==> config.mk <==
export PLATFORM = sky130hd
export DESIGN_NAME = smbus_pec_rx
export DESIGN_NICKNAME = d
export VERILOG_FILES = /design/src/smbus_pkg.sv /design/src/smbus_line_sampler.sv /design/src/smbus_byte_framer.sv /design/src/smbus_timeout_monitor.sv /design/src/smbus_packet_assembler.sv /design/src/smbus_pec_rx.sv
export SDC_FILE = /design/constraint.sdc
export NUM_CORES = 1
export LEC_CHECK = 0
export BUFFER_PORTS_ARGS = -buffer_cell sky130_fd_sc_hd__buf_2
export CAP_MARGIN = 10
export CORE_MARGIN = 4
export CORE_UTILIZATION = 45
export DETAILED_ROUTE_END_ITERATION = 12
export REMOVE_ABC_BUFFERS = 1
export SYNTH_ARGS = -nofsm -noshare
export SYNTH_HDL_FRONTEND = slang
export SYNTH_SLANG_ARGS = --single-unit
==> constraint.sdc <==
create_clock -name clk -period 1.75 [get_ports clk]
set_input_delay 0 -clock clk [delete_from_list [all_inputs] [get_ports clk]]
set_output_delay 0 -clock clk [all_outputs]
set_load 0.005 [all_outputs]
==> src/smbus_pkg.sv <==
// SMBus PEC receiver definitions
package smbus_pkg;

    // Bits per SMBus byte
    localparam int unsigned BYTE_W = 8;

    // Address, command, data low, data high and PEC
    localparam int unsigned PKT_BYTES = 5;

    // CRC-8 as used by the SMBus Packet Error Code
    localparam logic [BYTE_W-1:0] CRC8_POLY = 8'h07;
    localparam logic [BYTE_W-1:0] CRC8_INIT = 8'h00;

    // SCL low limit in clk cycles, scaled down from 25 ms
    localparam int unsigned TIMEOUT_CYCLES = 4000;
    localparam int unsigned TIMEOUT_CNT_W = 13;

    // Byte position inside one transaction, saturates at 7
    typedef logic [2:0] byte_idx_t;

    // Positions of the write-word fields
    localparam byte_idx_t IDX_ADDR = 3'd0;
    localparam byte_idx_t IDX_CMD = 3'd1;
    localparam byte_idx_t IDX_DATA_LO = 3'd2;
    localparam byte_idx_t IDX_DATA_HI = 3'd3;
    localparam byte_idx_t IDX_PEC = 3'd4;

    // First byte after START, address in the upper seven bits
    typedef struct packed {
        logic [6:0] addr;
        logic       rw;
    } smbus_addr_t;

    // One received byte, seen raw or as address plus R/W
    typedef union packed {
        logic [BYTE_W-1:0] raw;
        smbus_addr_t       a;
    } smbus_byte_u;

endpackage

==> src/smbus_line_sampler.sv <==
// SMBus line sampler
`timescale 1ns/1ps

module smbus_line_sampler (
    input  logic clk,
    input  logic rst_sync_n,
    input  logic sda,
    input  logic scl,
    output logic scl_low,
    output logic bit_strobe,
    output logic bit_value,
    output logic start_det,
    output logic stop_det
);

    // Two-stage synchronizers on both pins
    logic sda_s1;
    logic sda_s2;
    logic scl_s1;
    logic scl_s2;

    // Previous synchronized levels
    logic sda_d;
    logic scl_d;

    // Edge conditions on the synchronized lines
    logic scl_rise;
    logic start_cond;
    logic stop_cond;

    // SCL going high marks a data bit
    assign scl_rise = scl_s2 & ~scl_d;

    // SDA falling while SCL stays high is a START or repeated START
    assign start_cond = scl_s2 & scl_d & sda_d & ~sda_s2;

    // SDA rising while SCL stays high is a STOP
    assign stop_cond = scl_s2 & scl_d & ~sda_d & sda_s2;

    // Level used by the timeout monitor
    assign scl_low = ~scl_s2;

    // Idle bus reads high on both lines
    always_ff @(posedge clk) begin
        if (!rst_sync_n) begin
            sda_s1     <= 1'b1;
            sda_s2     <= 1'b1;
            scl_s1     <= 1'b1;
            scl_s2     <= 1'b1;
            sda_d      <= 1'b1;
            scl_d      <= 1'b1;
            bit_strobe <= 1'b0;
            start_det  <= 1'b0;
            stop_det   <= 1'b0;
        end else begin
            sda_s1     <= sda;
            sda_s2     <= sda_s1;
            scl_s1     <= scl;
            scl_s2     <= scl_s1;
            sda_d      <= sda_s2;
            scl_d      <= scl_s2;
            // Registered pulses, one cycle each
            bit_strobe <= scl_rise;
            start_det  <= start_cond;
            stop_det   <= stop_cond;
        end
    end

    // Data bit is SDA as seen at the SCL rise
    always_ff @(posedge clk) begin
        if (scl_rise) begin
            bit_value <= sda_s2;
        end
    end

endmodule

==> src/smbus_byte_framer.sv <==
// SMBus byte framer
`timescale 1ns/1ps

module smbus_byte_framer (
    input  logic                     clk,
    input  logic                     rst_sync_n,
    input  logic                     bit_strobe,
    input  logic                     bit_value,
    input  logic                     start_det,
    input  logic                     timeout_det,
    output logic                     byte_valid,
    output smbus_pkg::smbus_byte_u   byte_data,
    output smbus_pkg::byte_idx_t     byte_idx
);

    import smbus_pkg::*;

    // Slots 0 to 7 carry data, slot 8 is the ACK
    logic [3:0]        slot_cnt;
    logic [BYTE_W-1:0] shift_q;
    logic              last_data_slot;
    logic              ack_slot;

    assign last_data_slot = (slot_cnt == 4'(BYTE_W - 1));
    assign ack_slot       = (slot_cnt == 4'(BYTE_W));

    // Slot counter and byte release strobe
    always_ff @(posedge clk) begin
        if (!rst_sync_n) begin
            slot_cnt   <= 4'd0;
            byte_valid <= 1'b0;
        end else begin
            byte_valid <= 1'b0;
            if (start_det || timeout_det) begin
                // Realign to a fresh byte boundary
                slot_cnt <= 4'd0;
            end else if (bit_strobe) begin
                if (ack_slot) begin
                    // ACK bit is dropped
                    slot_cnt <= 4'd0;
                end else begin
                    slot_cnt <= slot_cnt + 4'd1;
                    if (last_data_slot) begin
                        byte_valid <= 1'b1;
                    end
                end
            end
        end
    end

    // Byte position, held during byte_valid and bumped afterwards
    always_ff @(posedge clk) begin
        if (!rst_sync_n) begin
            byte_idx <= '0;
        end else if (start_det) begin
            byte_idx <= '0;
        end else if (byte_valid && (byte_idx != '1)) begin
            // Saturate so an overrun stays visible
            byte_idx <= byte_idx + 3'd1;
        end
    end

    // MSB first shift, last data bit goes straight into the output byte
    always_ff @(posedge clk) begin
        if (bit_strobe && !ack_slot) begin
            shift_q <= {shift_q[BYTE_W-2:0], bit_value};
        end
        if (bit_strobe && last_data_slot) begin
            byte_data.raw <= {shift_q[BYTE_W-2:0], bit_value};
        end
    end

endmodule

==> src/smbus_timeout_monitor.sv <==
// SMBus SCL low timeout monitor
`timescale 1ns/1ps

module smbus_timeout_monitor (
    input  logic clk,
    input  logic rst_sync_n,
    input  logic scl_low,
    output logic timeout_det
);

    import smbus_pkg::*;

    // Consecutive SCL low cycles, stops at the limit
    logic [TIMEOUT_CNT_W-1:0] low_cnt;

    always_ff @(posedge clk) begin
        if (!rst_sync_n) begin
            low_cnt     <= '0;
            timeout_det <= 1'b0;
        end else begin
            timeout_det <= 1'b0;
            if (!scl_low) begin
                // Any high SCL restarts the count
                low_cnt <= '0;
            end else if (low_cnt != TIMEOUT_CNT_W'(TIMEOUT_CYCLES)) begin
                low_cnt <= low_cnt + 1'b1;
                // Single pulse as the count reaches the limit
                if (low_cnt == TIMEOUT_CNT_W'(TIMEOUT_CYCLES - 1)) begin
                    timeout_det <= 1'b1;
                end
            end
        end
    end

endmodule

==> src/smbus_packet_assembler.sv <==
// SMBus write-word packet assembler
`timescale 1ns/1ps

module smbus_packet_assembler (
    input  logic                     clk,
    input  logic                     rst_sync_n,
    input  logic                     byte_valid,
    input  smbus_pkg::smbus_byte_u   byte_data,
    input  smbus_pkg::byte_idx_t     byte_idx,
    input  logic                     start_det,
    input  logic                     stop_det,
    input  logic                     timeout_det,
    output logic                     pkt_valid,
    output logic [6:0]               pkt_addr,
    output logic [7:0]               pkt_command,
    output logic [15:0]              pkt_data,
    output logic                     crc_error,
    output logic                     format_error,
    output logic                     timeout_error
);

    import smbus_pkg::*;

    // Running PEC over address, command and data bytes
    logic [BYTE_W-1:0] crc_q;

    // Fields of the transaction in progress
    logic [6:0]        addr_q;
    logic              rw_q;
    logic [BYTE_W-1:0] cmd_q;
    logic [BYTE_W-1:0] data_lo_q;
    logic [BYTE_W-1:0] data_hi_q;
    logic [BYTE_W-1:0] pec_q;

    // Bytes seen since START, saturating
    byte_idx_t         byte_cnt;
    logic              frame_ok;

    // Whole byte per call, MSB first, same result as the bitwise form
    function automatic logic [BYTE_W-1:0] crc8_byte(
        input logic [BYTE_W-1:0] crc_in,
        input logic [BYTE_W-1:0] data
    );
        logic [BYTE_W-1:0] c;
        c = crc_in ^ data;
        for (int i = 0; i < BYTE_W; i++) begin
            c = c[BYTE_W-1] ? ((c << 1) ^ CRC8_POLY) : (c << 1);
        end
        return c;
    endfunction

    // Write-word shape with the write bit
    assign frame_ok = (byte_cnt == byte_idx_t'(PKT_BYTES)) && !rw_q;

    // CRC and byte count restart on every START
    always_ff @(posedge clk) begin
        if (!rst_sync_n) begin
            crc_q    <= CRC8_INIT;
            byte_cnt <= '0;
        end else if (start_det) begin
            crc_q    <= CRC8_INIT;
            byte_cnt <= '0;
        end else if (byte_valid) begin
            byte_cnt <= (byte_idx == '1) ? byte_idx : byte_idx + 3'd1;
            // PEC byte itself stays out of the sum
            if (byte_idx < IDX_PEC) begin
                crc_q <= crc8_byte(crc_q, byte_data.raw);
            end
        end
    end

    // Field capture by position
    always_ff @(posedge clk) begin
        if (byte_valid) begin
            case (byte_idx)
                IDX_ADDR: begin
                    addr_q <= byte_data.a.addr;
                    rw_q   <= byte_data.a.rw;
                end
                IDX_CMD:     cmd_q     <= byte_data.raw;
                IDX_DATA_LO: data_lo_q <= byte_data.raw;
                IDX_DATA_HI: data_hi_q <= byte_data.raw;
                IDX_PEC:     pec_q     <= byte_data.raw;
                default: ;
            endcase
        end
    end

    // Outcome on STOP and timeout tracking
    always_ff @(posedge clk) begin
        if (!rst_sync_n) begin
            pkt_valid     <= 1'b0;
            crc_error     <= 1'b0;
            format_error  <= 1'b0;
            timeout_error <= 1'b0;
            pkt_addr      <= '0;
            pkt_command   <= '0;
            pkt_data      <= '0;
        end else begin
            pkt_valid    <= 1'b0;
            crc_error    <= 1'b0;
            format_error <= 1'b0;

            // Sticky until the next START
            if (timeout_det) begin
                timeout_error <= 1'b1;
            end else if (start_det) begin
                timeout_error <= 1'b0;
            end

            // A timed out transaction ends silently
            if (stop_det && !timeout_error && !timeout_det) begin
                if (frame_ok) begin
                    pkt_valid   <= 1'b1;
                    crc_error   <= (crc_q != pec_q);
                    pkt_addr    <= addr_q;
                    pkt_command <= cmd_q;
                    pkt_data    <= {data_hi_q, data_lo_q};
                end else begin
                    format_error <= 1'b1;
                end
            end
        end
    end

endmodule

==> src/smbus_pec_rx.sv <==
// SMBus write-word receiver with PEC check
`timescale 1ns/1ps

module smbus_pec_rx (
    input  logic        clk,
    input  logic        rst_sync_n,
    input  logic        sda,
    input  logic        scl,
    output logic        pkt_valid,
    output logic [6:0]  pkt_addr,
    output logic [7:0]  pkt_command,
    output logic [15:0] pkt_data,
    output logic        crc_error,
    output logic        format_error,
    output logic        timeout_error
);

    import smbus_pkg::*;

    // Sampler to framer and timeout monitor
    logic        scl_low;
    logic        bit_strobe;
    logic        bit_value;
    logic        start_det;
    logic        stop_det;

    // Framer to assembler
    logic        byte_valid;
    smbus_byte_u byte_data;
    byte_idx_t   byte_idx;

    // Timeout monitor to framer and assembler
    logic        timeout_det;

    // Pin synchronization and bus condition detection
    smbus_line_sampler u_sampler (
        .clk        (clk),
        .rst_sync_n (rst_sync_n),
        .sda        (sda),
        .scl        (scl),
        .scl_low    (scl_low),
        .bit_strobe (bit_strobe),
        .bit_value  (bit_value),
        .start_det  (start_det),
        .stop_det   (stop_det)
    );

    // Bits to bytes
    smbus_byte_framer u_framer (
        .clk         (clk),
        .rst_sync_n  (rst_sync_n),
        .bit_strobe  (bit_strobe),
        .bit_value   (bit_value),
        .start_det   (start_det),
        .timeout_det (timeout_det),
        .byte_valid  (byte_valid),
        .byte_data   (byte_data),
        .byte_idx    (byte_idx)
    );

    // Runs beside the framer on the SCL level
    smbus_timeout_monitor u_timeout (
        .clk         (clk),
        .rst_sync_n  (rst_sync_n),
        .scl_low     (scl_low),
        .timeout_det (timeout_det)
    );

    // Fields, PEC check and outcome
    smbus_packet_assembler u_assembler (
        .clk           (clk),
        .rst_sync_n    (rst_sync_n),
        .byte_valid    (byte_valid),
        .byte_data     (byte_data),
        .byte_idx      (byte_idx),
        .start_det     (start_det),
        .stop_det      (stop_det),
        .timeout_det   (timeout_det),
        .pkt_valid     (pkt_valid),
        .pkt_addr      (pkt_addr),
        .pkt_command   (pkt_command),
        .pkt_data      (pkt_data),
        .crc_error     (crc_error),
        .format_error  (format_error),
        .timeout_error (timeout_error)
    );

endmodule

[Word level (Yosys, flattened, before mapping)]
Cells that the tools add are included.
Word-level totals
  register bits: 133
  output and inout bits: 35
  logic and storage cells: 112
Operators by class
  add/subtract/negate cells: 3
  $lt $le $gt $ge: 1
  equality and inequality tests: 12
  multiplexer cells: 16
  bitwise logic cells: 21
  reductions and logical operators: 27
Operators by type and width (count)
  3-bit 2-to-1 mux: 9
  3-bit inverter: 8
  2-bit AND reduction: 8
  13-bit by 1-bit adder with 13-bit output, second input constant: 1
  13-bit by 12-bit == test with 1-bit output, second input constant: 1
  13-bit by 12-bit inequality test with 1-bit output, second input constant: 1
  3-bit == test, second input constant: 3
  8-bit inequality test: 1
  8-bit bitwise XOR: 1
  1-bit bitwise AND: 6
  3-bit by 2-bit == test with 1-bit output, second input constant: 2
  1-bit logical AND: 6
  1-bit 2-to-1 mux: 6
  1-bit inverter: 6
  2-bit OR reduction: 3
  4-bit by 1-bit adder with 4-bit output, second input constant: 1
  4-bit by 3-bit == test with 1-bit output, second input constant: 1
  4-bit == test, second input constant: 1
  1-bit zero test: 4
  4-bit 2-to-1 mux: 1
  4-bit OR reduction: 1
  3-bit by 1-bit adder with 3-bit output, second input constant: 1
  3-bit by 1-bit == test with 1-bit output, second input constant: 1
  3-bit zero test: 1
  6 further kinds: 6

[Longest topological paths before layout]
  word-level depth: 17
  gate-level depth with buffers: 6

[Cells and area by module]
Synthesis repeated with hierarchy kept, for this count alone.
Unflattened totals
  cell total of the unflattened synthesis: 435
  area total of the unflattened synthesis: 5191.2 um^2
By module, submodules not included
  smbus_packet_assembler: times used 1, cells each 278, area each 3344.5 um^2
  smbus_byte_framer: times used 1, cells each 57, area each 854.6 um^2
  smbus_timeout_monitor: times used 1, cells each 77, area each 690.7 um^2
  smbus_line_sampler: times used 1, cells each 23, area each 301.5 um^2

[Worst setup path before layout]
Ideal clock, no wire load.
  kind: reg-to-reg
  from: register u_framer.slot_cnt[1]
  to: register u_framer.byte_data[0] (netlist name) (enable)
  setup time: 387 ps
  arrival: 1285 ps
  setup slack: 78 ps
  stages on the path, launching flop included: 4
  buffers on the path: 0
  period minus slack after synthesis: 1672 ps
  path through: dfxtp_1 -> ha_1 -> nand2_1 -> nor3b_1
Between the ends
  word-level cells in the longest chain between the ends: 2
RTL lines
  start: declaration: line smbus_byte_framer.sv:19  | logic [3:0] slot_cnt;
  start signal: assignment: line smbus_byte_framer.sv:42  | slot_cnt <= slot_cnt + 4'd1;
  4-bit by 3-bit == test with 1-bit output: line smbus_byte_framer.sv:24  | assign last_data_slot = (slot_cnt == 4'(BYTE_W - 1));
  1-bit logical AND: line smbus_byte_framer.sv:68  | if (bit_strobe && last_data_slot) begin
  end: declaration: line smbus_byte_framer.sv:12  | output smbus_pkg::smbus_byte_u byte_data,
No other way between the ends.
A chain may end at the register's enable or synchronous reset.

[Worst setup path after layout]
  from: register u_framer.byte_data[6] (netlist name)
  to: register u_assembler.crc_q[2]
Between the ends
  word-level cells in the longest chain between the ends: 3
RTL lines
  8-bit bitwise XOR: line smbus_packet_assembler.sv:45  | c = crc_in ^ data;
  3-bit 2-to-1 mux (2 in series): line smbus_packet_assembler.sv:47  | c = c[BYTE_W-1] ? ((c << 1) ^ CRC8_POLY) : (c << 1);
  end signal: assignment: line smbus_packet_assembler.sv:67  | crc_q <= crc8_byte(crc_q, byte_data.raw);
  end: declaration: line smbus_packet_assembler.sv:25  | logic [BYTE_W-1:0] crc_q;
No other way between the ends.

==> qor.yml <==
synth:
  syn_area_um2: 5140
  seq_area_frac_synth_pct: 62.7
  synthTopCellsByArea: "edfxtp_1, dfxtp_1, nand2_1, a21boi_0, xnor2_1"
  synth_edf_count: 56
  synth.most_common_cell: "dfxtp_1"
  synth_ff_type: "dfxtp_1"
  avgSynthCellArea_um2: 11.9
  synth_largest_area_cell: "edfxtp_1"
  ys_top_cells_by_count: "dfxtp_1, nand2_1, edfxtp_1"
  synthArstFlopShare_pct: 0
  syn_inst: 431
  synth_cell_types: 37
  ys_seq_elements: 133
  yosysWarnings: 0
  synth_top_area_share_pct: 32.7
sta:
  setup_tns_ns: 0
  worst_pin_slew_ns: 0.502
  max-slew-margin-rel_pct: 66.5
  finalCritPeriodShare_pct: 94.4
  slew_violations: 0
  finalSetupViolations: 0
  min_period_ns: 1.65
  hold_violations: 0
  skew_ns: 0.00649
  timing.fmax_mhz: 605
  rsz0062_at_grt: "true"
detailed_routing:
  antenna_left: 0
  routed_via_density: 4.86
  drc_errors: 0
  wl_um: 8740
  post_drt_wl_per_cell_um: 13.5
  first_iter_violations: 146
  dr_total_vias: 3145
  drtPass1Iterations: 4
die:
  start_util_pct: 46.6
  fp.dieW_um: 115
  die_h_um: 115
  die-area_um2: 13200
  core_um2: 11000
  row_count: 38
  ios: 39
critical_path:
  start_kind: "register"
  arrival_ns: 1.99
  crit_required_ns: 2.09
  worstRegToRegCells: 4
  r2r-start: "u_framer.byte_data[6]$_DFFE_PP_"
  crit_chain: "xnor2_4 > xnor3_1 > or3_1 > a21oi_1"
  crit_slowest_cell: "edfxtp_1"
  r2r-end: "u_assembler.crc_q[2]$_SDFFE_PP0P_"
  rrSetupSlack_ns: 0.1
  crit_type: "reg -> reg"
  endpoint_kind: "register"
  slowest_delay_ns: 0.46
  crit_path_max_fanout: 4
placed_design:
  gp_congestion: 0.744
  hpwl_um: 5970
  port_buffers: 38
worst_hold_path:
  hold_depth: 1
  hold_start: "u_sampler.scl_s1$_SDFF_PN1_"
  hold_path_class: "reg -> reg"
  hold_end: "u_sampler.scl_s2$_SDFF_PN1_"
run_status:
  outcome: "complete, no violations"
clock_tree:
  root_buffer: "clkbuf_16"
  cts_tree: "built"
  cts_buffers: 17
  cts_sinks: 133
  cts_max_level: 4
  clk_path_buf_depth: 2
  path_clk_slew_ns: 0.05
  clk-insertion-delay-late_ns: 0.41
cells_and_area:
  nets: 509
  multiInputGateArea_um2: 1820
  regArea_um2: 3220
  n_antenna_cell: 0
  drive_gt1_share_pct: 18.1
  area_growth_pct: 20.7
  n_fill_cell: 957
  final_core_util_pct: 56.3
pwr:
  p_per_area_nw_per_um2: 1050
  p_leak_nw: 2.28
  ir_drop_mv: 0.654
global_route:
  grt.overflow.total: 0
  grt_pass1_wl_um: 15000
  grt_max_degree: 33
  grt_pass1_vias: 3116
  antenna_found_initial: 0
  grt.total_usage_pct: 14.8
flow_run:
  maxCapViolCount: 0
[cell usage in the layout, fill, tap and decap left out, types with 4 or more instances in the layout]
master and count:
nor2b_1 4, ha_1 11, or3_1 5, dfxtp_1 77, and2_1 6, nor2_1 24, nand2_1 72, a21oi_1 10
mux2i_1 4, a211oi_1 6, nand2b_1 9, nor3b_1 6, xor2_1 13, nor3_1 6, clkbuf_16 18, o21ai_0 8
clkinv_4 4, buf_2 38, xnor3_1 5, edfxtp_1 56, dlygate4sd3_1 5, buf_4 16, xnor2_1 19, inv_1 10
a21boi_0 33, nand3_1 6
[worst max-delay path by stage]
stage | slack [ns] | cells after the start | to | startpoint
final | 0.1 | 4 | u_assembler.crc_q[2]$_SDFFE_PP0P_ | u_framer.byte_data[6]$_DFFE_PP_
after global routing | 0.0008 | 4 | u_assembler.crc_q[2]$_SDFFE_PP0P_ | u_framer.byte_data[6]$_DFFE_PP_
after CTS | 0.06 | 4 | u_assembler.crc_q[2]$_SDFFE_PP0P_ | u_framer.byte_data[6]$_DFFE_PP_
after detailed placement | 0.09 | 4 | u_assembler.crc_q[2]$_SDFFE_PP0P_ | u_framer.byte_data[6]$_DFFE_PP_
after global placement | 0.08 | 4 | u_assembler.crc_q[2]$_SDFFE_PP0P_ | u_framer.byte_data[6]$_DFFE_PP_
after floorplan | 0.04 | 4 | u_assembler.pkt_addr[0]$_SDFFE_PN0P_ | u_assembler.rw_q$_DFFE_PP_
[worst max-delay path, delay by kind of cell (launching register included)]
family                    cells  cell delay (ns)
and+or+nand+nor               1             0.31
xor gates and xnor gates      2             0.67
AOI/OAI and AO/OA             1             0.13
DFF                           1             0.46
[stage by stage]
stage,instance area [µm²],worst slack (ns),power (W),hold WS [ns],cells
after floorplan,5070,0.0426,0.00332,0.0730,414
after global placement,5600,0.0841,0.00335,0.186,610
after detailed placement,5600,0.0862,0.00335,0.188,610
after CTS,6200,0.0647,0.00658,0.411,647
after global routing,6210,0.000770,0.00674,0.432,647
final,6210,0.0977,0.00650,0.405,647
[registers in the layout (all words and copies together), names as in the netlist, 3 cells and up]
register and flops:
u_assembler.data_lo_q 8, u_assembler.addr_q 7, u_assembler.cmd_q 8, u_timeout.low_cnt 13, u_assembler.pkt_addr 7, u_assembler.crc_q 8, u_framer.slot_cnt 4, u_assembler.pec_q 8
u_assembler.data_hi_q 8, u_framer.byte_data 8, u_framer.byte_idx 3, u_framer.shift_q 7, u_assembler.byte_cnt 3, u_assembler.pkt_data 16, u_assembler.pkt_command 8
[layer usage]
metal / GRT usage [%] / up-vias / part of all wire, %
li1: - / 1617 / -
met1: 17.7 / 1468 / 47
met2: 24.3 / 49 / 48
met3: 5.89 / 11 / 4.4
met4: 5.40 / 0 / 1.2
met5: 0 / - / 0
[report_power, final]
part / internal, W / total (W) / leakage [nW] / switching [W]
Clock: 0.00193 / 0.00321 / 0.266 / 0.00127
Sequential: 0.00322 / 0.00322 / 1.12 / 0.00000548
Combinational: 0.0000306 / 0.0000648 / 0.890 / 0.0000342
Total: 0.00518 / 0.00650 / 2.28 / 0.00131
[kinds of logic (layout without fill, tap and decap cells)]
family	count (synthesis)	count (layout)	synth area share [%]
muxes	5	5	0.998
buffers and inverters	27	103	2.09
AOI/OAI and AO/OA	59	59	7.76
DFF	133	133	62.7
adders and majority gates	11	11	2.68
xor gates and xnor gates	41	41	9.05
and+or+nand+nor	155	155	14.7
[final cells by class]
| type | count | area share (%) |
|---|---|---|
| Inverter | 10 | 0.605 |
| Clock inverter | 10 | 1.19 |
| Multi-Input combinational cell | 271 | 29.3 |
| Clock buffer | 22 | 7.66 |
| Timing Repair Buffer | 61 | 6.45 |
| Sequential cell | 133 | 51.9 |
| Tap cell | 140 | 2.82 |
[what timing repair did]
action	in CTS	in global routing
hold buffers	5	0
endpoints found under the hold margin	10	0
endpoints found under the setup margin	0	1
setup buffers	0	0
gates resized for setup	0	1
No activity file was read; power rests on OpenSTA's default activity.
